File: src/verilog/way_ram.sv
// single-port synchronous RAM with read-first registered output
`timescale 1ns/1ps

module way_ram #(
    parameter type entry_t = logic [7:0],
    parameter int  DEPTH   = 256
) (
    input  bit                       sys_clk,
    input  logic                     we,
    input  logic [$clog2(DEPTH)-1:0] index,
    input  entry_t                   din,
    output entry_t                   dout
);

    // all entries start out as zero, so every way begins invalid
    entry_t mem [DEPTH] = '{default: '0};

    always_ff @(posedge sys_clk)
    begin
        if (we)
        begin
            mem[index] <= din;
        end
        // old contents come out on a write to the same entry
        dout <= mem[index];
    end

endmodule

File: config.mk
export PLATFORM = sky130hd
export DESIGN_NAME = way_ram
export DESIGN_NICKNAME = d
export VERILOG_FILES = /design/src/verilog/way_ram.sv
export SDC_FILE = /design/constraint.sdc
export NUM_CORES = 2
export LEC_CHECK = 0
export BUFFER_PORTS_ARGS = -buffer_cell sky130_fd_sc_hd__buf_2
export CORE_ASPECT_RATIO = 1.4
export CORE_MARGIN = 4
export CORE_UTILIZATION = 46
export CTS_CLUSTER_DIAMETER = 200
export DETAILED_ROUTE_END_ITERATION = 16
export PLACE_DENSITY_LB_ADDON = 0.15
export REMOVE_ABC_BUFFERS = 1
export SYNTH_ARGS = -nofsm -noshare
export SYNTH_HDL_FRONTEND = slang
export SYNTH_SLANG_ARGS = --single-unit
File: constraint.sdc
create_clock -name sys_clk -period 2.86 [get_ports sys_clk]
set_clock_uncertainty 0.2 [all_clocks]
set_input_delay 0.143 -clock sys_clk [delete_from_list [all_inputs] [get_ports sys_clk]]
set_output_delay 0.143 -clock sys_clk [all_outputs]
set_load 0.05 [all_outputs]
* After elaboration in Yosys (flattened, before gate mapping) *
Memories as Yosys holds them, arrays and structs flattened. A register that Yosys moved wholly into a read port is not among the register bits.
Index checks and enable logic that the tools add are counted.

operators by class
  multiplexer cells = 2

operators by type and width
  cell    number
  $mux 1  2

storage, ports and cells
  register bits after elaboration = 0
  RAM bits = 2048
  output and inout bits = 8
  memories = 1

memories
  memory  depth  bits a word  read ports  clocked after memory_dff  write ports  RTL line  source
  mem     256    8            1           1                         1            16        entry_t mem [DEPTH] = '{default: '0};

* Logic depth before layout (Yosys ltp) *
  depth in word-level cells = 2
  gate-level depth with buffers = 10
  depth with buffers taken out = 5

* Worst setup path after synthesis *
No wires, ideal clock.

  kind = input -> register
  start point = input port index[1]
  end point = memory mem[111][0] in the netlist's numbering, enable pin
  setup time = 0.370 ns
  arrival time = 1.992 ns
  data required time = 2.290 ns
  setup slack = 0.298 ns
  cell stages on the path = 9
  path buffers = 5
  cell sequence = buf_2 -> clkbuf_1 -> clkbuf_1 -> nand2_1 -> buf_2 -> nor2_1 -> nand2_1 -> clkbuf_1 -> nor2_1

RTL lines
  item             RTL line  source
  start, declared  10        input logic [$clog2(DEPTH)-1:0] index,
  end, declared    16

Straight into the memory's write port.

==> metrics <==
status finished, final reports clean; Area Overhead vs Synth 17.7%; largest net degree at the start of global routing 105; NumNets Final 4,181; Worst Hold Slack 0.0829 ns; FF-to-FF path depth 7; Max Slew Vio Count 0; CTS tree built; GPL Wtd Cong 0.834; initial antenna violation count 9; vias 39,000; Final Hold Viols 0; clk sinks 2,056; Period minus WS final 2.76 ns; Avg Cell Area, Syn 22.1 sq um; Final Cell Area 92,400 sq um; root buf cell clkbuf_16; post-DR vias/cell 5.93; post-synthesis mux area share 0.147; worst setup path start mem[123][2]; vias in the first global route 41,100; DRT antenna net count 0; R2R setup slack 0.1 ns; startpoint types register; DR WL/cell 30.6 microns; gr usage total 0.231; DIE HEIGHT 497 microns; Initial Util 0.462; Static Leak 29.3 nW; final WL 202,000 microns; layout cells sized above 1 0.334; H-Tree Depth 4; initial drt markers 4,181; most frequent cells in the layout 2,048 x edfxtp_1, 551 x buf_4, 512 x mux4_2; crit path DAT 3.27 ns; placed inst area 86,000 sq um; post-CTS setup repair buffer count 0; slew margin rel. 0.393; hold path endpoint mem[8][3]; Pwr Density 670 nW/um^2; Yosys reg bits 2,056; Clock Tree Buf Depth 3; Synth Area in Compound Gates 0.0362; most common cell after layout, fill and taps aside edfxtp_1; first-pass GRT wire length 294,000 microns; Placeable Area 170,000 sq um; Hold Path Origin index[5]; Synth Area in Adders 0; Gate Count Post-Synth 3,547; maximum VDD drop 0.577 mV; Setup TNS 0 ns; unrepaired setup endpoints after global routing false; Power Total 61.9 mW; Yosys warnings 0; number of port buffers 25; share of the yosys chip area belonging to registers 0.786; final period utilization 0.966; Ports 26; Hold/Removal Path Class in2reg; GRT overflow 0; max-cap check violation count 0; Final setup violation count 0; WS Path Type reg2reg; largest family of logic cells by synthesized area multiplexers; crit end category register; drt pass-1 iters 7; FP Rows 179; Post-Synth Simple-Gate Area 0.0173; DRC viols 0; Synth Area in XOR/XNOR 0; worst hold stages 6; Reg clk slew, reported paths 0.07 ns; Mapped Area 78,500 sq um; RR Startpoint mem[123][2]; Die Wd 357 microns; Worst-Margin Slew 0.910 ns; Req. time, crit path 3.37 ns; post-synthesis cell type count 22; dpl hpwl 132,000 microns; Die Area 177,000 sq um; total CTS buffers 188; final core area utilization 0.544; FMAX 362 MHz; Clock Latency Late Sink 0.83 ns; worst r2r dst dout[2]; worst-path fanout max 1
-- cell usage after synthesis --
| cell type | instances | area [sq um] |
|---|---|---|
| buf_1 | 19 | 71.3 |
| dfxtp_1 | 8 | 160 |
| nand3_1 | 13 | 65.1 |
| edfxtp_1 | 2048 | 61500 |
| nand2b_1 | 6 | 37.5 |
| and2_1 | 3 | 18.8 |
| inv_1 | 1 | 3.75 |
| nor3_1 | 30 | 150 |
| or3_1 | 1 | 6.26 |
| nor2b_1 | 7 | 43.8 |
| clkbuf_1 | 145 | 544 |
| buf_4 | 16 | 120 |
| buf_2 | 36 | 180 |
| a21oi_1 | 128 | 641 |
| nor2_1 | 232 | 871 |
| a22oi_1 | 256 | 1920 |
| mux4_2 | 512 | 11500 |
| buf_6 | 16 | 180 |
| nand4_1 | 8 | 50.1 |
| nand2_1 | 28 | 105 |
| or2_2 | 2 | 12.5 |
| o41ai_1 | 32 | 280 |
-- area by class of cell --
type,instances,area [sq um]
inverter,1,3.75
antenna,5,12.5
fill,13100,77400
timing repair buffer,658,5850
tap,2262,2830
sequential,2056,61700
clock buffer,224,4950
clock inverter,123,1290
multi-input combinational,1258,15800
-- worst max path at each step --
| stage | end | depth (start not counted) |
|---|---|---|
| 4_1_cts | dout[5] | 7 |
| 6_report | dout[2] | 7 |
| 2_1_floorplan | mem[132][0] | 3 |
| 5_1_grt | dout[2] | 6 |
| 3_5_place_dp | dout[1] | 9 |
| 3_3_place_gp | dout[1] | 9 |
-- stage by stage --
stage / setup WS (ns) / instances
after floorplan: -4.33 / 3315
after detailed placement: -0.755 / 6221
after CTS: 0.0211 / 6582
after global routing: 0.0743 / 6583
final: 0.0968 / 6587
after global placement: -0.689 / 6221
-- worst max-delay path, stage by stage (launching register included) --
cell      delay, ns
edfxtp_1       0.38
mux4_2         0.48
a22oi_1        0.21
buf_4          0.17
a21oi_1        0.09
o41ai_1        0.76
buf_4          0.27
nand4_1        0.09
-- kinds of logic (layout without fill, tap and decap cells) --
logic type	count (synthesis)	count (layout)
other cells	0	5
mux	512	512
flops	2056	2056
buf+inv	233	1006
compound gates	416	416
simple gates	330	330
-- state kept, by name, indices dropped and copies added, names as in the netlist --
| name | count |
|---|---|
| dout | 8 |
| mem | 2048 |
-- metal layers --
| layer | part of all wire | vias to the layer above | track usage |
|---|---|---|---|
| met5 | 0 | - | 0 |
| met4 | 0.034 | 0 | 0.0767 |
| met3 | 0.061 | 307 | 0.0346 |
| met2 | 0.53 | 1431 | 0.405 |
| met1 | 0.38 | 21000 | 0.297 |
| li1 | - | 16300 | - |
-- power by group --
part	switching (mW)	leakage (nW)	internal, mW
sequential	0.0610	18.5	33.2
clock	10.8	3.03	14.6
combinational	1.98	7.80	1.25
total	12.9	29.3	49.1
-- what timing repair did --
| action | CTS | global route |
|---|---|---|
| pin swaps | 0 | 0 |
| gates resized for setup | 2 | 1 |
| hold endpoints to repair | 956 | 0 |
| endpoints found under the setup margin | 2 | 1 |
| hold buffers | 14 | 0 |
No activity file was read; power rests on OpenSTA's default activity.
