## config.mk

```make
export PLATFORM = sky130hd
export DESIGN_NAME = cache_ctrl
export DESIGN_NICKNAME = d
export VERILOG_FILES = /design/src/verilog/cache_cfg_pkg.sv /design/src/verilog/cache_bus_pkg.sv /design/src/verilog/cache_ctrl.sv
export SDC_FILE = /design/constraint.sdc
export NUM_CORES = 1
export LEC_CHECK = 0
export ABC_CLOCK_PERIOD_IN_PS = 19360
export BUFFER_PORTS_ARGS = -buffer_cell sky130_fd_sc_hd__clkbuf_2
export CAP_MARGIN = 20
export CORE_AREA = 10 10 236 238
export CTS_BUF_LIST = sky130_fd_sc_hd__clkbuf_8
export CTS_CLUSTER_SIZE = 24
export DETAILED_ROUTE_END_ITERATION = 10
export DIE_AREA = 0 0 246 248
export GPL_TIMING_DRIVEN = 1
export PLACE_DENSITY = 0.45
export SYNTH_ARGS = -nofsm -noshare
export SYNTH_HDL_FRONTEND = slang
export SYNTH_SLANG_ARGS = --single-unit
```

## constraint.sdc

```tcl
create_clock -name sys_clk -period 19.36 [get_ports sys_clk]
set_clock_uncertainty 0.1 [all_clocks]
set_input_delay 1.936 -clock sys_clk [delete_from_list [all_inputs] [get_ports sys_clk]]
set_output_delay 1.936 -clock sys_clk [all_outputs]
set_load 0.005 [all_outputs]
```

## src/verilog/cache_cfg_pkg.sv

```systemverilog
// geometry localparams and address field types of the L1 data cache
package cache_cfg_pkg;

    // word address = {tag, index, word offset}
    localparam int ADDR_W   = 27;
    localparam int OFFSET_W = 2;
    localparam int INDEX_W  = 8;
    localparam int TAG_W    = ADDR_W - INDEX_W - OFFSET_W;

    // four ways, 256 sets
    localparam int NUM_WAYS = 4;
    localparam int WAY_W    = 2;
    localparam int NUM_SETS = 1 << INDEX_W;

    // one line holds four cpu words
    localparam int WORD_W   = 32;
    localparam int LINE_W   = WORD_W << OFFSET_W;

    // per-way use counter
    localparam int USE_W    = 4;
    localparam int USE_MAX  = 15;

    typedef logic [ADDR_W-1:0]   addr_t;
    typedef logic [TAG_W-1:0]    tag_t;
    typedef logic [INDEX_W-1:0]  index_t;
    typedef logic [OFFSET_W-1:0] offset_t;
    typedef logic [WAY_W-1:0]    way_t;
    typedef logic [WORD_W-1:0]   word_t;
    typedef logic [LINE_W-1:0]   line_t;
    typedef logic [USE_W-1:0]    use_t;

endpackage
```

## src/verilog/cache_bus_pkg.sv

```systemverilog
// request and response structs of the cpu and memory ports, tag entry struct
package cache_bus_pkg;

    import cache_cfg_pkg::*;

    ////////////////////////////////////////////////////////////////////////////
    // cpu side
    ////////////////////////////////////////////////////////////////////////////

    // rw = 1 means write
    typedef struct packed {
        addr_t addr;
        word_t data;
        logic  rw;
        logic  valid;
    } cpu_req_t;

    typedef struct packed {
        word_t data;
        logic  ready;
    } cpu_res_t;

    ////////////////////////////////////////////////////////////////////////////
    // memory side
    ////////////////////////////////////////////////////////////////////////////

    // memory is addressed in whole lines
    localparam int LINE_ADDR_W = TAG_W + INDEX_W;

    typedef logic [LINE_ADDR_W-1:0] line_addr_t;

    typedef struct packed {
        line_addr_t addr;
        line_t      data;
        logic       rw;
        logic       valid;
    } mem_req_t;

    typedef struct packed {
        line_t data;
        logic  ready;
    } mem_resp_t;

    // one entry of a tag array
    typedef struct packed {
        logic valid;
        logic dirty;
        tag_t tag;
    } tag_entry_t;

endpackage

```

## src/verilog/cache_ctrl.sv

```systemverilog
// cache FSM with the cpu and memory handshakes
`timescale 1ns/1ps

module cache_ctrl
    import cache_cfg_pkg::*;
    import cache_bus_pkg::*;
(
    input  logic                sys_clk,
    input  logic                rstn,
    input  cpu_req_t            req,
    input  mem_resp_t           mem_resp,
    input  logic [NUM_WAYS-1:0] hit_vec,
    input  way_t                hit_way,
    input  word_t               rd_word,
    input  way_t                victim,
    input  logic                victim_dirty,
    input  line_addr_t          mem_addr_wb,
    input  line_addr_t          mem_addr_fill,
    input  line_t               wb_line,
    output cpu_res_t            res,
    output mem_req_t            mem_req,
    output logic [NUM_WAYS-1:0] tag_we,
    output tag_entry_t          tag_din,
    output logic [NUM_WAYS-1:0] data_we,
    output logic                data_fill,
    output logic                hit_strobe,
    output logic                fill_strobe,
    output way_t                cnt_way
);

    typedef enum logic [2:0] {
        idle,
        compare_tag,
        write_back,
        allocate,
        allocate_wait
    } state_t;

    state_t     state;
    state_t     state_next;
    logic       ready_next;
    logic       miss_capture;
    tag_t       req_tag;
    way_t       victim_q;
    line_addr_t wb_addr_q;
    line_t      wb_line_q;

    assign req_tag = req.addr[ADDR_W-1 -: TAG_W];

    ////////////////////////////////////////////////////////////////////////////
    // next state and strobes
    ////////////////////////////////////////////////////////////////////////////

    always_comb
    begin
        state_next   = state;
        ready_next   = 1'b0;
        miss_capture = 1'b0;
        tag_we       = '0;
        tag_din      = '0;
        data_we      = '0;
        data_fill    = 1'b0;
        hit_strobe   = 1'b0;
        fill_strobe  = 1'b0;
        cnt_way      = victim_q;
        mem_req      = '{addr: mem_addr_fill, data: '0, rw: 1'b0, valid: 1'b0};

        case (state)
            idle:
            begin
                // skip the cycle in which the last answer is still out
                if (req.valid && !res.ready)
                begin
                    state_next = compare_tag;
                end
            end
            compare_tag:
            begin
                if (|hit_vec)
                begin
                    ready_next = 1'b1;
                    hit_strobe = 1'b1;
                    cnt_way    = hit_way;
                    if (req.rw)
                    begin
                        tag_we[hit_way]  = 1'b1;
                        tag_din          = '{valid: 1'b1, dirty: 1'b1, tag: req_tag};
                        data_we[hit_way] = 1'b1;
                    end
                    state_next = idle;
                end
                else
                begin
                    // new tag goes in clean, the write is merged on the next compare
                    tag_we[victim] = 1'b1;
                    tag_din        = '{valid: 1'b1, dirty: 1'b0, tag: req_tag};
                    miss_capture   = 1'b1;
                    state_next     = victim_dirty ? write_back : allocate;
                end
            end
            write_back:
            begin
                mem_req = '{addr: wb_addr_q, data: wb_line_q, rw: 1'b1, valid: 1'b1};
                if (mem_resp.ready)
                begin
                    state_next = allocate;
                end
            end
            allocate:
            begin
                mem_req.valid = 1'b1;
                if (mem_resp.ready)
                begin
                    data_we[victim_q] = 1'b1;
                    data_fill         = 1'b1;
                    fill_strobe       = 1'b1;
                    state_next        = allocate_wait;
                end
            end
            allocate_wait:
            begin
                // data RAM output catches up with the fill
                state_next = compare_tag;
            end
            default:
            begin
                state_next = idle;
            end
        endcase
    end

    ////////////////////////////////////////////////////////////////////////////
    // registers
    ////////////////////////////////////////////////////////////////////////////

    always_ff @(posedge sys_clk)
    begin
        if (!rstn)
        begin
            state     <= idle;
            res.ready <= 1'b0;
        end
        else
        begin
            state     <= state_next;
            res.ready <= ready_next;
        end
        if (ready_next)
        begin
            res.data <= rd_word;
        end
        // tag array changes after this cycle, so the victim side is frozen here
        if (miss_capture)
        begin
            victim_q  <= victim;
            wb_addr_q <= mem_addr_wb;
            wb_line_q <= wb_line;
        end
    end

endmodule

```

== Word level (Yosys, flattened, before mapping) ==
Index checks and enable logic that the tools add are counted.

* Flip-flop bits (word level): 191
* Output and inout port bits: 220
* Word-level logic and storage cells: 59

* Magnitude comparators: 6
* Equality and inequality tests: 7
* Multiplexer cells: 31
* Reduce and logical (&&, ||, !) cells: 9

{| class="wikitable"
|+ Operator list
! kind !! number
|-
| two-way mux 154 bit || 1
|-
| two-way mux 19 bit || 3
|-
| two-way mux 4 bit || 5
|-
| case mux 3 bit (5 select lines) || 1
|-
| two-way mux 1 bit || 11
|-
| less-than comparator 2 x 3 -> 1 bit (second input constant) || 3
|-
| two-way mux 3 bit || 3
|-
| case mux 4 bit (2 select lines) || 1
|-
| demux 1 bit (select 2 bit) || 3
|-
| == test 3 x 2 -> 1 bit (second input constant) || 2
|-
| >= comparator 2 x 1 -> 1 bit (second input constant) || 3
|-
| two-way mux 2 bit || 3
|-
| != test 2 bit (second input constant) || 3
|-
| logical AND 1 bit || 4
|-
| OR reduction 4 bit || 1
|-
| == test 3 x 1 -> 1 bit (second input constant) || 1
|-
| == test 3 bit (second input constant) || 1
|-
| logical NOT 3 bit || 1
|-
| AND reduction 3 bit || 1
|-
| OR reduction 2 bit || 1
|-
| logical NOT 1 bit || 1
|}

== Depth between registers and ports, before layout ==
* Word-level depth: 7
* Mapped depth: 5
* Depth with buffers taken out: 3

== Least setup slack after synthesis ==
OpenSTA, ideal clock, no wires.

* Path kind: input to register
* Start point: input hit_vec[1]
* End point: register victim_q[0], enable pin
* Library setup time: 0.673 ns
* Arrival time: 9.074 ns
* Slack: 9.513 ns
* Cell stages on the path: 3
* Cells stage by stage: or4_1 -> buf_2 -> nor2_1

* Longest elaborated chain between the ends: 3

{| class="wikitable"
|+ Ends and longest elaborated chain
! item !! RTL line !! source
|-
| from (decl) || cache_ctrl.sv:12 || <nowiki>input logic [NUM_WAYS-1:0] hit_vec,</nowiki>
|-
| OR reduction 4 bit || cache_ctrl.sv:79 || <nowiki>if (|hit_vec)</nowiki>
|-
| two-way mux 1 bit || cache_ctrl.sv:79 ||
|-
| two-way mux 1 bit || cache_ctrl.sv:68 || <nowiki>case (state)</nowiki>
|-
| net miss_capture || cache_ctrl.sv:42 || <nowiki>logic miss_capture;</nowiki>
|-
| to (signal assigned) || cache_ctrl.sv:155 || <nowiki>victim_q <= victim;</nowiki>
|-
| to (decl) || cache_ctrl.sv:44 || <nowiki>way_t victim_q;</nowiki>
|}

The timed path passes the listed nets, and every way through them passes these cells.
A chain may end at the register's enable or synchronous reset.

==> summary.md <==
| Metric | Value |
|---|---|
| Clock Sinks | `191` |
| Die extent in y | `248 um` |
| Reg2reg path depth | `4` |
| RSZ-0062 raised after global routing | `no` |
| Clk pwr share | `32.9%` |
| DRC Markers | `0` |
| Critical path arrival | `3650 ps` |
| Switching Fraction | `25.0%` |
| Final nets | `1,304` |
| Num rows | `83` |
| P_leak | `4.56 nW` |
| I/O Pins | `631` |
| Setup crit end | `tag_din[1]` |
| Routed via count | `5,368` |
| Die Area | `61,000 um^2` |
| Hold Vio Cnt, Final | `0` |
| Root Buffer | `clkbuf_8` |
| Slew Viols, Final | `0` |
| Max-cap violation count | `0` |
| Library cells used by synthesis | `29` |
| Setup slack, reg-to-reg | `16,440 ps` |
| Total gr overflow | `0` |
| Worst-path cell chain | `clkbuf_2 -> nor4_1 -> o21a_1 -> and2_1 -> clkbuf_2` |
| Commonest non-fill, non-tap cell in the layout | `clkbuf_2` |
| FF-to-FF Start | `state[0]` |
| Post-Syn Instances | `428` |
| Crit Path Max Fanout | `18` |
| WP depth | `5` |
| Clk Latency, worst-skew pair | `540 ps` |
| Initial Util | `14.3%` |
| Most frequent cells in the layout | `460 x clkbuf_2, 187 x edfxtp_1, 147 x and2_1` |
| Post_cts resized | `0` |
| Placed Instances | `1,554` |
| Worst Slack Setup Final | `13,680 ps` |
| Delay of the slowest cell on the worst path | `780 ps` |
| DRT antenna net count | `0` |
| Class of the most critical hold timing path | `reg2reg` |
| Hold Crit Depth | `2` |
| TritonCTS buffer count | `17` |
| H-tree depth | `4` |
| Drt first pass iters | `4` |
| Final critical-path required period | `5680 ps` |
| Postcts setup bufs | `0` |
| Reg2Reg Capture Point | `wb_line_q[120]` |
| Fin cells | `1,589` |
| Setup TNS | `0 ps` |
| CTS clk-pin slew, worst paths | `110 ps` |
| First-pass GRT wire length | `41,000 um` |
| Total wire length | `29,500 um` |
| Die Wd | `246 um` |
| Layout area overhead | `47.8%` |
| Largest net degree at the start of global routing | `102` |
| Fraction of layout cells with a size suffix above 1 | `58.4%` |
| Register Area | `5700 um^2` |
| Post-Syn Area per Cell | `17.0 um^2` |
| DR WL/cell | `18.6 um` |
| Filler instances | `5,570` |
| Initial antenna violation count | `12` |
| CTS tree | `yes` |
| Pre-CTS setup slack | `13,670 ps` |
| Int Power | `0.584 mW` |
| Critical Path Start | `hit_vec[1]` |
| Psw | `0.194 mW` |
| Setup violators final | `0` |
| Worst hold path startpoint | `state[0]` |
| Hold_buf cts | `0` |
| Slowest CP cell | `nor4_1` |
| Worst VDD drop | `0.0000469 V` |
| Crit. End Element | `output pin` |
| Vias per cell | `3.38` |
| Cell area after synthesis | `7270 um^2` |
| Slew margin rel. | `39.6%` |
| Setup crit start kind | `input pin` |
| Most frequent cell on the critical path | `clkbuf_2` |
| Syn. warnings | `0` |
| Syn Nets | `839` |
| Measured slew at the worst slew-check pin | `898 ps` |
| Overall Power | `0.778 mW` |
| Max Buffers Root-to-Sink | `2` |
| Number of global-route vias before repair | `5,850` |
| Final Wtd Congestion | `0.827` |
| Sequential share of power | `59.9%` |
| Sequential area share after synthesis | `78.3%` |
| Fmax | `176 MHz` |
| Crit path max-delay family | `simple AND/OR/NAND/NOR gates` |
| Dpl hpwl | `23,800 um` |
| WP buf/inv | `2` |
| CP Data Required Time | `17,320 ps` |
| Crit path kind | `in2out` |
| I/O Buffers | `460` |
| Status | `finished, final reports clean` |
| Logic gate share of total power | `7.2%` |
| Post-synthesis register bit count | `191` |
| Fin crit share | `29.4%` |
| Multi-input gate area | `1490 um^2` |
| Core region area | `51,000 um^2` |
| Iter 0 DRT Violations | `218` |
| Power per cell area | `72.3 nW/um^2` |
| Global-route usage over all layers | `9.46%` |
| WHS | `611 ps` |
==> cells in the mapped netlist, drive strengths merged <==
cell type | count | share of area [%]
nand4 | 1 | 0.086
o21a | 2 | 0.21
inv | 5 | 0.26
and3 | 1 | 0.10
o221a | 1 | 0.15
nor4 | 2 | 0.17
and4b | 1 | 0.14
mux2 | 26 | 4.0
or3 | 1 | 0.086
o22ai | 4 | 0.34
o21ai | 4 | 0.28
a221oi | 1 | 0.12
nand2b | 5 | 0.43
a21oi | 1 | 0.069
or4 | 1 | 0.10
nor2 | 3 | 0.26
buf | 7 | 0.52
dfxtp | 4 | 1.1
o32ai | 2 | 0.24
nor3b | 2 | 0.28
nand3 | 5 | 0.34
and2 | 147 | 13
clkbuf | 13 | 0.67
or3b | 1 | 0.12
nor3 | 1 | 0.069
edfxtp | 187 | 77
==> per-stage QoR <==
| stage | util, % | area, um^2 |
|---|---|---|
| 2_1_floorplan | - | 7270 |
| 3_3_place_gp | 20.4 | 10400 |
| 3_5_place_dp | 20.4 | 10400 |
| 4_1_cts | 21.1 | 10700 |
| 5_1_grt | 21.1 | 10700 |
| 6_report | 21.1 | 10800 |
==> layer usage <==
| metal | global-route usage [%] | part of all wire [%] | up-vias |
|---|---|---|---|
| met5 | 0 | 0.23 | - |
| met4 | 3.43 | 1.6 | 10 |
| met3 | 6.22 | 16 | 31 |
| met2 | 14.2 | 44 | 372 |
| met1 | 10.5 | 39 | 2483 |
| li1 | - | - | 2472 |
==> cell families (layout without fill, tap and decap cells) <==
logic type,after synthesis,count (layout),synth area share (%)
AOI/OAI and AO/OA,15,15,1.41
other,0,5,0
DFF,191,191,78.3
muxes,26,26,4.02
buffers and inverters,25,501,1.44
and+or+nand+nor,171,171,14.8
==> area by class of cell <==
type	count	area share [%]
clock buffer	17	2.18
timing repair buffer	466	21.8
multi-input combinational	212	13.8
inverter	5	0.175
sequential	191	53.0
tap	680	7.91
clock inverter	13	1.00
antenna	5	0.116
==> worst min-delay path by stage <==
| stage | endpoint | slack [ps] |
|---|---|---|
| final | state[1] | 610 |
| after CTS | state[1] | 630 |
| after floorplan | state[1] | 570 |
| after global routing | state[1] | 680 |
| after detailed placement | state[1] | 580 |
| after global placement | state[1] | 570 |
==> sequential cells by signal, indices dropped and copies added (netlist names) <==
signal     flops
state          3
wb_line_q    128
res           33
wb_addr_q     25
victim_q       2
==> power groups by stage <==
stage / clock, mW / combinational (mW) / sequential [mW]
2_1_floorplan: 0 / 0.0149 / 0.476
3_3_place_gp: 0 / 0.0573 / 0.475
3_5_place_dp: 0 / 0.0582 / 0.475
4_1_cts: 0.279 / 0.0584 / 0.466
5_1_grt: 0.292 / 0.0635 / 0.467
6_report: 0.256 / 0.0564 / 0.466
==> tightest hold or removal path, delay by kind of cell, from the launching register on <==
| kind | cells | cell delay (ps) |
|---|---|---|
| flops | 1 | 420 |
| compound gates | 2 | 270 |
(Power assumes the default switching activity.)
