$ cat config.mk
export PLATFORM = sky130hd
export DESIGN_NAME = way_datapath
export DESIGN_NICKNAME = d
export VERILOG_FILES = /design/src/verilog/cache_cfg_pkg.sv /design/src/verilog/cache_bus_pkg.sv /design/src/verilog/way_datapath.sv
export SDC_FILE = /design/constraint.sdc
export NUM_CORES = 1
export LEC_CHECK = 0
export BUFFER_PORTS_ARGS = -buffer_cell sky130_fd_sc_hd__buf_2
export CAP_MARGIN = 20
export CORE_AREA = 2 2 391 393
export DETAILED_ROUTE_END_ITERATION = 7
export DIE_AREA = 0 0 393 395
export GPL_TIMING_DRIVEN = 0
export PLACE_DENSITY = 0.3
export SYNTH_ARGS = -nofsm -noshare
export SYNTH_HDL_FRONTEND = slang
export SYNTH_SLANG_ARGS = --single-unit
$ cat constraint.sdc
create_clock -name vclk -period 4.3
set_input_delay 0.43 -clock vclk [all_inputs]
set_output_delay 0.43 -clock vclk [all_outputs]
set_load 0.02 [all_outputs]
$ cat src/verilog/cache_cfg_pkg.sv
// geometry localparams and address field types of the L1 data cache
package cache_cfg_pkg;

    // word address = {tag, index, word offset}
    localparam int ADDR_W   = 27;
    localparam int OFFSET_W = 2;
    localparam int INDEX_W  = 8;
    localparam int TAG_W    = ADDR_W - INDEX_W - OFFSET_W;

    // four ways, 256 sets
    localparam int NUM_WAYS = 4;
    localparam int WAY_W    = 2;
    localparam int NUM_SETS = 1 << INDEX_W;

    // one line holds four cpu words
    localparam int WORD_W   = 32;
    localparam int LINE_W   = WORD_W << OFFSET_W;

    // per-way use counter
    localparam int USE_W    = 4;
    localparam int USE_MAX  = 15;

    typedef logic [ADDR_W-1:0]   addr_t;
    typedef logic [TAG_W-1:0]    tag_t;
    typedef logic [INDEX_W-1:0]  index_t;
    typedef logic [OFFSET_W-1:0] offset_t;
    typedef logic [WAY_W-1:0]    way_t;
    typedef logic [WORD_W-1:0]   word_t;
    typedef logic [LINE_W-1:0]   line_t;
    typedef logic [USE_W-1:0]    use_t;

endpackage
$ cat src/verilog/cache_bus_pkg.sv
// request and response structs of the cpu and memory ports, tag entry struct
package cache_bus_pkg;

    import cache_cfg_pkg::*;

    ////////////////////////////////////////////////////////////////////////////
    // cpu side
    ////////////////////////////////////////////////////////////////////////////

    // rw = 1 means write
    typedef struct packed {
        addr_t addr;
        word_t data;
        logic  rw;
        logic  valid;
    } cpu_req_t;

    typedef struct packed {
        word_t data;
        logic  ready;
    } cpu_res_t;

    ////////////////////////////////////////////////////////////////////////////
    // memory side
    ////////////////////////////////////////////////////////////////////////////

    // memory is addressed in whole lines
    localparam int LINE_ADDR_W = TAG_W + INDEX_W;

    typedef logic [LINE_ADDR_W-1:0] line_addr_t;

    typedef struct packed {
        line_addr_t addr;
        line_t      data;
        logic       rw;
        logic       valid;
    } mem_req_t;

    typedef struct packed {
        line_t data;
        logic  ready;
    } mem_resp_t;

    // one entry of a tag array
    typedef struct packed {
        logic valid;
        logic dirty;
        tag_t tag;
    } tag_entry_t;

endpackage

$ cat src/verilog/way_datapath.sv
// tag compare, word select, line merge and memory request address and data
`timescale 1ns/1ps

module way_datapath
    import cache_cfg_pkg::*;
    import cache_bus_pkg::*;
(
    input  cpu_req_t            req,
    input  tag_entry_t          tags [NUM_WAYS],
    input  line_t               lines [NUM_WAYS],
    input  way_t                victim,
    output logic [NUM_WAYS-1:0] hit_vec,
    output way_t                hit_way,
    output word_t               rd_word,
    output line_t               merged_line,
    output logic                victim_dirty,
    output line_addr_t          mem_addr_wb,
    output line_addr_t          mem_addr_fill,
    output line_t               wb_line
);

    tag_t    req_tag;
    index_t  req_index;
    offset_t req_offset;
    line_t   hit_line;

    // split the word address
    assign req_tag    = req.addr[ADDR_W-1 -: TAG_W];
    assign req_index  = req.addr[OFFSET_W +: INDEX_W];
    assign req_offset = req.addr[OFFSET_W-1:0];

    ////////////////////////////////////////////////////////////////////////////
    // lookup
    ////////////////////////////////////////////////////////////////////////////

    always_comb
    begin
        for (int w = 0; w < NUM_WAYS; w++)
        begin
            hit_vec[w] = tags[w].valid && (tags[w].tag == req_tag);
        end
    end

    // encode the one-hot hit vector
    always_comb
    begin
        hit_way = '0;
        for (int w = NUM_WAYS - 1; w >= 0; w--)
        begin
            if (hit_vec[w])
            begin
                hit_way = way_t'(w);
            end
        end
    end

    assign hit_line = lines[hit_way];
    assign rd_word  = hit_line[req_offset*WORD_W +: WORD_W];

    // write word dropped into the hit line
    always_comb
    begin
        merged_line = hit_line;
        merged_line[req_offset*WORD_W +: WORD_W] = req.data;
    end

    ////////////////////////////////////////////////////////////////////////////
    // miss side
    ////////////////////////////////////////////////////////////////////////////

    assign victim_dirty  = tags[victim].valid && tags[victim].dirty;
    // evicted line lives at the stored tag in the same set
    assign mem_addr_wb   = {tags[victim].tag, req_index};
    assign mem_addr_fill = {req_tag, req_index};
    assign wb_line       = lines[victim];

endmodule

* Word level (Yosys, flattened, before mapping)
Index checks and enable logic that the tools add are counted.
** Storage, ports and cells
- Register bits after elaboration :: 0
- Input port bits :: 651
- Output and inout port bits :: 345
- Logic and storage cells :: 31
** Cells by class
- Add/sub/neg operators :: 1
- Magnitude comparators :: 2
- Equality and inequality tests :: 4
- Shifts and indexed selects :: 3
- Mux-type cells :: 14
- Bitwise gates (word level) :: 2
- Reduce and logical (&&, ||, !) cells :: 5
** Operators by type and width (count)
- $bmux W128 S2 :: 2
- $mux W128 :: 4
- $bwmux W128 :: 1
- $shift A32 B34 Y128 const A :: 1
- $shiftx A128 B8 Y32 :: 1
- $shiftx A32 B34 Y128 :: 1
- $eq A17 B17 Y1 :: 4
- $bmux W19 S2 :: 1
- $mux W19 :: 2
- $neg A7 Y34 :: 1
- $mux W2 :: 4
- $ge A3 B3 Y1 const B :: 2
- $not A2 Y3 :: 2
- $logic_and A1 B1 Y1 :: 5

* Longest topological paths before layout
Gate-level depths: netlist of run 1.
- Depth in word-level cells :: 11
- Mapped depth :: 11
- Depth with buffers taken out :: 9

* Worst setup path before layout of run 1
Ideal clock, no wire load.
- Path kind :: in2out
- Start :: in req[57] (netlist bit)
- End :: out merged_line[22]
- Arrival time :: 2485 ps
- Data required time :: 3870 ps
- Slack :: 1385 ps
- Stages on the path :: 10
- Path buffers :: 2
- Cells stage by stage :: xor2_1 nor4_1 nand4_1 inv_1 buf_2 buf_1 a21oi_1 nand2_1 o21ai_0 o21ai_0
** Between the ends
- Elaborated cells between the ends (all ways) :: 17
- Those cells by class :: 4 x eq/ne; 8 x mux; 1 x bitwise; 4 x reduce/logical
** RTL lines
- start: declaration :: RTL line way_datapath.sv:8 : input cpu_req_t req,
- $eq A17 B17 Y1 :: RTL line way_datapath.sv:40 : hit_vec[w] = tags[w].valid && (tags[w].tag == req_tag);
- $logic_and A1 B1 Y1 :: RTL line way_datapath.sv:40
- via hit_vec[1] :: RTL line way_datapath.sv:12 : output logic [NUM_WAYS-1:0] hit_vec,
- $mux W2 (2 in series) :: RTL line way_datapath.sv:50 : if (hit_vec[w])
- $not A2 Y3 (implied by the code) :: RTL line way_datapath.sv:57 : assign hit_line = lines[hit_way];
- $bmux W128 S2 :: RTL line way_datapath.sv:57
- $mux W128 (implied by the code) (2 in series) :: RTL line way_datapath.sv:57
- $bwmux W128 :: RTL line way_datapath.sv:64 : merged_line[req_offset*WORD_W +: WORD_W] = req.data;
- end: declaration :: RTL line way_datapath.sv:15 : output line_t merged_line,
The timed path passes the listed nets, and every way through them passes these cells. The select of a mux whose other input is x is not followed.

* Worst setup path after layout of run 1
- Start :: in req[49] (netlist bit)
- End :: out rd_word[13]
** Between the ends
- Longest elaborated chain between the ends :: 11
- Elaborated cells between the ends (all ways) :: 17
- Those cells by class :: 4 x eq/ne; 1 x shift; 7 x mux; 1 x bitwise; 4 x reduce/logical
** Ends and longest elaborated chain
- $eq A17 B17 Y1 :: RTL line way_datapath.sv:40
- $logic_and A1 B1 Y1 :: RTL line way_datapath.sv:40
- $mux W2 (3 in series) :: RTL line way_datapath.sv:50
- $mux W2 (*) :: RTL line way_datapath.sv:50
- $not A2 Y3 (implied by the code) (*) :: RTL line way_datapath.sv:57
- $bmux W128 S2 (*) :: RTL line way_datapath.sv:57
- $mux W128 (implied by the code) (*) (2 in series) :: RTL line way_datapath.sv:57
- $shiftx A128 B8 Y32 (*) :: RTL line way_datapath.sv:58 : assign rd_word = hit_line[req_offset*WORD_W +: WORD_W];
- end: declaration :: RTL line way_datapath.sv:14 : output word_t rd_word,
Mark *: on every way between the ends. The rest lies on a longest branch, timed or not. The select of a mux whose other input is x is not followed.

==> flow_metrics.py, run 1 <==
metrics = {
    "outcome": {
        "outcome": "completed",
    },
    "timing": {
        "worstMarginPinSlew_ns": 1.13,
        "finalSetupViolations": 0,
        "max-slew-margin-rel_pct": 24.4,
        "maxSlewViolCount": 0,
        "rsz0062_at_grt": "true",
        "min_period_ns": 4.28,
        "max_freq_mhz": 234,
        "worst_slack_ns": 0.0230,
        "hold_violations": 0,
        "hold_ws_ns": 1.08,
        "period_share_pct": 99.5,
    },
    "floorplan": {
        "start_util_pct": 6.40,
        "design.core.area_mm2": 0.151,
        "die_h_um": 395,
        "die_x_um": 393,
        "dieArea_mm2": 0.155,
        "rows": 143,
        "io_pins": 996,
    },
    "critical_path": {
        "cp.arrival_ns": 3.85,
        "path_cells": "buf_2, xor2_1, nor4_1, nand3_1, nor4_4, buf_4, buf_4, a31oi_4, buf_4, buf_2, o2bb2ai_1, o22ai_1, a221o_1, buf_2",
        "cp.buffers_inverters": 6,
        "crit_family": "compound AO/OA/AOI/OAI gates",
        "cp_slowest_stage_delay_ns": 0.49,
        "cp.required_ns": 3.87,
        "cp-end-kind": "output port",
        "critPathLaunchType": "input pin",
        "slowest_stage": "o2bb2ai_1",
        "critPathKind": "in -> out",
        "cp_max_fo": 10,
    },
    "logic_synthesis": {
        "synth_nets": 1845,
        "yosysTopAreaCellShare_pct": 33.8,
        "netlist_instances": 1189,
        "synthesis.area_mm2": 0.00967,
        "yosysWarnings": 0,
        "avgSynthCellArea_um2": 8.13,
        "synthTopCellsByArea": "mux4_2 34%, o221ai_1 13%, a21oi_1 8.8%",
        "ys_seq_area_share_pct": 0,
        "ys_types": 33,
        "synth_area_leader_cell": "mux4_2",
    },
    "layout": {
        "flops_and_latches": 0,
        "regArea_um2": 0,
        "multiInputGateArea_mm2": 0.00899,
        "nFillCells": 17800,
        "fin_util_pct": 11.8,
        "clkbuf_count": 0,
        "final_nets": 2855,
        "fin_cells": 4246,
        "areaGrowthSynthToFinish_pct": 84.6,
        "layout-drive-gt1-share_pct": 59.3,
    },
    "global_routing": {
        "track_usage_pct": 21.3,
        "grt_pass1_vias": 17100,
        "grt_overflow": 0,
        "grt_first_pass_wirelength_um": 211000,
        "grt_antenna_before_repair": 141,
        "grt_max_degree": 11,
    },
    "pwr": {
        "vdd_drop_max_v": 0.0000430,
        "power_density_mw_per_mm2": 132,
        "total_power_w": 0.00235,
        "p_leak_nw": 7.11,
    },
    "route": {
        "vias_per_cell": 4.09,
        "vias": 17400,
        "drc": 0,
        "wirelength_um": 174000,
        "ant_nets": 0,
        "drt_iter0_markers": 1346,
        "first_pass_iters": 5,
        "routedWlPerCell_um": 40.9,
    },
    "placement": {
        "dp_hpwl_um": 156000,
        "gp_congestion": 0.934,
        "numPortBuffers": 984,
        "place_ws_ns": -1.59,
        "dp_cells": 4219,
    },
    "run": {
        "cap_violations": 0,
    },
    "clock_tree": {
        "hold_buffers": 0,
    },
    "worst_hold_path": {
        "hold_depth": 2,
        "min_from": "req[37]",
        "min_to": "mem_addr_wb[1]",
        "worst_hold_path_type": "in -> out",
    },
}
==> cell families (layout without fill, tap and decap cells) <==
kind of cell	Yosys count	count (layout)	share of synthesized area, %
AND/OR/NAND/NOR	194	194	8.40
buffers and inverters	194	1202	9.50
other	0	19	0
multiplexers	145	145	33.8
XOR/XNOR	68	68	6.16
adder cells (fa/ha/maj)	5	5	0.647
AO/OA/AOI/OAI	583	583	41.5
==> cells in the final DEF (no fill, tap or decap), types with 40 or more instances in the layout <==
cell	n
a22o_1	40
clkbuf_1	74
nand2_1	120
mux4_2	145
nor2_1	44
o21ai_0	103
o221ai_1	140
buf_4	47
xnor2_1	40
buf_2	1013
o2bb2ai_1	53
a21oi_1	142
==> per-layer routing <==
layer | routed length (um) | global-route usage, % | part of all wire, %
met1 | 75300 | 28.1 | 43
met2 | 79300 | 34.8 | 46
met3 | 15300 | 6.45 | 8.8
met4 | 3330 | 2.44 | 1.9
met5 | 527 | 0 | 0.30
==> cell type report <==
| cell class | instances | share of cell area [%] |
|---|---|---|
| Antenna cell | 19 | 0.266 |
| Buffer | 187 | 5.53 |
| Inverter | 7 | 0.147 |
| Multi-Input combinational cell | 995 | 50.4 |
| Tap cell | 2030 | 14.2 |
| Timing Repair Buffer | 1008 | 29.5 |
==> worst max-delay path by stage <==
stage	cells past startpoint	endpoint	from	slack, ns
final	14	rd_word[13]	req[49]	0.02
after global routing	12	rd_word[3]	req[49]	-0.02
after CTS	13	rd_word[14]	req[57]	0.01
after detailed placement	11	merged_line[1]	req[57]	-1.59
after global placement	11	merged_line[1]	req[57]	-1.60
after floorplan	10	merged_line[22]	req[57]	1.39
==> cells in the mapped netlist <==
library cell  instances
a211oi_1              1
a21oi_1             170
a221o_1              20
a22o_1               40
a311oi_1              1
a31oi_1               2
and3_1                1
buf_1                19
buf_2                32
buf_4                36
buf_6                 2
clkbuf_1             98
ha_1                  5
inv_1                 7
mux4_2              145
nand2_1             121
nand3_1               3
nand4_1              10
nor2_1               44
nor3_1                4
nor4_1                7
nor4_4                1
nor4b_1               2
o211ai_1              1
o21ai_0             109
o21ai_1               3
o221ai_1            140
o22a_1               12
o22ai_1              20
o2bb2ai_1            64
or2_1                 1
xnor2_1              40
xor2_1               28
==> what timing repair did <==
action                                  CTS  global route
pin swaps                                 3             0
endpoints found under the setup margin  151            41
cloned                                    1             0
gates resized for setup                  84            22
buffers inserted                          6             0
==> power breakdown <==
group | internal [W] | total, W | switching [W] | leakage (nW)
clock network | 0.000000000192 | 0.000000000192 | 0 | 0.000120
logic | 0.000796 | 0.00235 | 0.00155 | 7.11
registers | 0 | 0 | 0 | 0
==> per-stage QoR <==
step | setup TNS [ns] | cell area, um2
6_report | 0 | 17800
5_1_grt | -0.0249 | 17800
4_1_cts | 0 | 17700
3_5_place_dp | -135.50 | 17400
3_3_place_gp | -156.62 | 17100
2_1_floorplan | 0 | 9670
(Power assumes the default switching activity.)
==> run 2, diff against run 1 <==
CELL_PAD_IN_SITES_DETAIL_PLACEMENT = 0   (was not set)
CELL_PAD_IN_SITES_GLOBAL_PLACEMENT = 1   (was not set)
CORE_AREA = 2 2 384 386   (was 2 2 391 393)
DIE_AREA = 0 0 386 388   (was 0 0 393 395)
GPL_TIMING_DRIVEN = not set   (was 0)
PLACE_DENSITY = 0.32   (was 0.3)
==> run 2 against run 1 <==
Compared with the run above:
- flip-flop and latch count unchanged
- non-clock buffer count fell by 83
- cell count down 4.6%
==> flow_metrics.py, run 2 (same netlist as run 1, synthesis figures left out) <==
metrics = {
    "critical_path": {
        "cp-end-kind": "output port",
        "crit_top_cell": "buf_2",
        "cp_slowest_stage_delay_ns": 0.92,
        "cp_max_fo": 19,
        "critPathLaunchType": "input pin",
        "critPathKind": "in -> out",
        "cp.arrival_ns": 3.85,
        "critPathLaunch": "req[45]",
        "path_cells": "buf_2, xor2_1, nor4_1, nand3_1, nor4_4, a31oi_4, buf_12, o2bb2ai_1, o22ai_1, a221o_1, buf_2",
        "slowest_stage": "o2bb2ai_1",
        "cp.required_ns": 3.87,
    },
    "global_routing": {
        "grt_antenna_before_repair": 57,
        "grt_overflow": 0,
        "grt_pass1_vias": 16400,
        "grt_first_pass_wirelength_um": 162000,
        "track_usage_pct": 16.0,
        "use_met1_pct": 20.9,
        "use_met2_pct": 26.5,
        "grt.busiest_layer": "met2",
        "grt_max_degree": 73,
        "use_met3_pct": 3.83,
    },
    "layout": {
        "nFillCells": 17000,
        "layout-drive-gt1-share_pct": 60.2,
        "areaGrowthSynthToFinish_pct": 82.2,
        "multiInputGateArea_mm2": 0.00881,
        "final_common_cell": "buf_2",
        "flops_and_latches": 0,
        "fin_util_pct": 12.1,
        "final_cell_mix": "967 x buf_2, 169 x a21oi_1, 145 x mux4_2",
        "final_nets": 2772,
        "regArea_um2": 0,
        "fin_area_mm2": 0.0176,
        "clkbuf_count": 0,
    },
    "outcome": {
        "outcome": "completed",
    },
    "timing": {
        "worstMarginPinSlew_ns": 1.17,
        "fin_setup_tns_ns": 0,
        "min_period_ns": 4.28,
        "finalSetupViolations": 0,
        "maxSlewViolCount": 0,
        "rsz0062_at_grt": "false",
        "hold_violations": 0,
        "max_freq_mhz": 234,
        "max-slew-margin-rel_pct": 21.8,
        "period_share_pct": 99.4,
    },
    "route": {
        "vias": 15800,
        "drt_iter0_markers": 1264,
        "ant_nets": 0,
        "vias_per_cell": 3.91,
        "drc": 0,
        "wirelength_um": 127000,
        "first_pass_iters": 5,
        "routedWlPerCell_um": 31.5,
    },
    "placement": {
        "placed_area_mm2": 0.0176,
        "gp_congestion": 0.864,
        "dp_hpwl_um": 109000,
        "numPortBuffers": 970,
    },
    "floorplan": {
        "die_h_um": 388,
        "start_util_pct": 6.66,
        "die_x_um": 386,
        "rows": 140,
        "design.core.area_mm2": 0.145,
        "io_pins": 996,
        "dieArea_mm2": 0.150,
    },
    "worst_hold_path": {
        "min_from": "req[43]",
        "worst_hold_path_type": "in -> out",
    },
    "clock_tree": {
        "cts_setup_buffers": 0,
        "hold_buffers": 0,
    },
    "run": {
        "cap_violations": 0,
    },
}
==> run 2: cell count changes in the layout (fill, tap and decap cells not counted), moves of 6 or more <==
cell	change
buf_2	-46
buf_8	-15
clkbuf_1	-74
buf_1	-11
a21oi_1	+27
clkbuf_2	-21
o2bb2ai_2	-11
buf_12	+30
o21ai_0	+6
a21oi_2	-25
buf_6	-8
buf_4	+65
o2bb2ai_1	+11
==> run 2: worst paths after layout <==
| path | endpoint | slack (ns) | depth (start not counted) |
|---|---|---|---|
| setup / recovery | rd_word[4] | 0.02 | 11 |
| hold / removal | mem_addr_fill[7] | 0.86 | 0 |
==> run 2: area by class of cell <==
| class | instances | area share [%] |
|---|---|---|
| diodes | 19 | 0.270 |
| well taps | 1917 | 13.6 |
| multi-input cells | 995 | 50.0 |
| repair buffers | 1112 | 35.9 |
| inverters | 7 | 0.178 |
==> run 2: worst max-delay path: cells and delay by family <==
kind,cells,cell delay (ns)
compound gates,4,1.55
xor+xnor,1,0.22
buf+inv,3,0.50
simple gates,3,1.10
==> run 2: layer usage <==
| metal | vias up | wire length [um] |
|---|---|---|
| li1 | 6820 | - |
| met1 | 8050 | 55200 |
| met2 | 788 | 60000 |
| met3 | 129 | 9250 |
| met4 | 50 | 2760 |
| met5 | - | 310 |
==> run 2: through the flow <==
step           instances  hold WS [ns]  worst slack (ns)
6_report            4050         0.860            0.0246
5_1_grt             4040         0.860           0.00506
4_1_cts             4031         0.860            0.0272
3_5_place_dp        4031         0.860            0.0349
3_3_place_gp        4031         0.860            0.0702
2_1_floorplan       1189         0.973              1.39
==> run 2: timing repair <==
action	4_1_cts	5_1_grt
resized for setup	0	1
setup endpoints to repair	0	2
endpoints found under the hold margin	0	0
==> run 3, diff against run 2 <==
BUFFER_PORTS_ARGS = not set   (was -buffer_cell sky130_fd_sc_hd__buf_2)
CORE_AREA = 2 2 391 393   (was 2 2 384 386)
DIE_AREA = 0 0 393 395   (was 0 0 386 388)
DONT_BUFFER_PORTS = 1   (was not set)
PLACE_DENSITY = 0.3   (was 0.32)
==> run 3 against run 2 <==
Compared with the run above:
- critical path depth fell by 1
- flip-flop and latch count is the same
- fmax up 4.4%
- via count fell by 19%
- die area up 3.7%
- core utilization shrank 3.4 points
- hold slack is essentially flat
- cell area fell by 25%
- routed wire length is 12% lower
- sequential share of layout area unchanged
- count of clock-buffer cells in the layout is the same
- non-clock buffer count down 915
==> flow_metrics.py, run 3 (same netlist as run 1, synthesis figures left out) <==
metrics = {
    "outcome": {
        "outcome": "completed",
    },
    "layout": {
        "fin_area_mm2": 0.0131,
        "final_cell_mix": "180 x buf_4, 170 x a21oi_1, 145 x mux4_2",
        "layout-drive-gt1-share_pct": 29.7,
        "final_common_cell": "buf_4",
        "multiInputGateArea_mm2": 0.00882,
        "areaGrowthSynthToFinish_pct": 36.0,
        "nFillCells": 17600,
        "flops_and_latches": 0,
        "final_nets": 1857,
        "clkbuf_count": 0,
        "regArea_um2": 0,
    },
    "timing": {
        "max-slew-margin-rel_pct": 35.2,
        "maxSlewViolCount": 0,
        "rsz0062_at_grt": "false",
        "period_share_pct": 95.2,
        "worstMarginPinSlew_ns": 0.973,
        "min_period_ns": 4.10,
        "hold_violations": 0,
        "max_freq_mhz": 244,
        "fin_setup_tns_ns": 0,
        "finalSetupViolations": 0,
    },
    "global_routing": {
        "track_usage_pct": 13.3,
        "grt_overflow": 0,
        "use_met2_pct": 20.6,
        "grt_first_pass_wirelength_um": 138000,
        "grt.busiest_layer": "met2",
        "grt_pass1_vias": 12800,
        "grt_max_degree": 150,
        "grt_antenna_before_repair": 33,
        "use_met1_pct": 18.3,
        "use_met3_pct": 3.79,
    },
    "placement": {
        "gp_congestion": 0.970,
        "numPortBuffers": 0,
        "placed_area_mm2": 0.0131,
        "dp_hpwl_um": 93600,
    },
    "run": {
        "cap_violations": 0,
    },
    "floorplan": {
        "design.core.area_mm2": 0.151,
        "io_pins": 996,
        "die_h_um": 395,
        "die_x_um": 393,
        "dieArea_mm2": 0.155,
        "start_util_pct": 6.40,
        "rows": 143,
    },
    "route": {
        "ant_nets": 0,
        "vias": 12800,
        "routedWlPerCell_um": 34.5,
        "drt_iter0_markers": 1297,
        "first_pass_iters": 5,
        "vias_per_cell": 3.93,
        "drc": 0,
        "wirelength_um": 112000,
    },
    "worst_hold_path": {
        "min_from": "req[41]",
        "hold_depth": 0,
        "min_to": "mem_addr_wb[5]",
        "worst_hold_path_type": "in -> out",
    },
    "critical_path": {
        "critPathKind": "in -> out",
        "cp_max_fo": 37,
        "critPathLaunchType": "input pin",
        "cp.arrival_ns": 3.67,
        "cp.required_ns": 3.87,
        "cp-end-kind": "output port",
    },
}
## run 3: worst max path at each step
| stage | endpoint | start | slack [ns] |
|---|---|---|---|
| after floorplan | merged_line[22] | req[57] | 1.39 |
| after global placement | rd_word[13] | req[45] | 0.11 |
| after detailed placement | rd_word[13] | req[45] | 0.13 |
| after CTS | rd_word[13] | req[45] | 0.11 |
| after global routing | rd_word[11] | req[45] | 0.03 |
| final | rd_word[5] | req[45] | 0.20 |
## run 3: stage by stage
step	setup WS (ns)	hold WS (ns)	utilization [%]	std cells
2_1_floorplan	1.39	0.973	-	1189
3_3_place_gp	0.112	0.860	8.63	3227
3_5_place_dp	0.127	0.860	8.63	3227
4_1_cts	0.111	0.860	8.63	3227
5_1_grt	0.0259	0.860	8.66	3238
6_report	0.204	0.860	8.70	3258
## run 3: cell type report
cell class / instances / share of cell area (%)
multi-input cells: 995 / 67.1
well taps: 2030 / 19.3
repair buffers: 197 / 12.8
diodes: 29 / 0.552
inverters: 7 / 0.238
## run 3: what timing repair did
action / 4_1_cts / 5_1_grt
setup endpoints to repair: 0 / 4
setup buffers: 0 / 2
hold buffers: 0 / 0
gates resized for setup: 0 / 1
## run 3: worst max-delay path, cell delays in order
cell       delay [ns]
xor2_1           0.20
nor4_1           0.43
nand3_1          0.20
nor4_4           0.35
buf_4            0.19
a31oi_4          0.05
buf_12           0.20
o2bb2ai_1        0.81
o22ai_1          0.28
a221o_1          0.44
## run 3: per-layer routing
layer | routed length (um) | part of all wire [%] | up-vias
li1 | - | - | 4988
met1 | 49600 | 44 | 6716
met2 | 49700 | 44 | 999
met3 | 10500 | 9.4 | 103
met4 | 2400 | 2.1 | 8
met5 | 69 | 0.061 | -
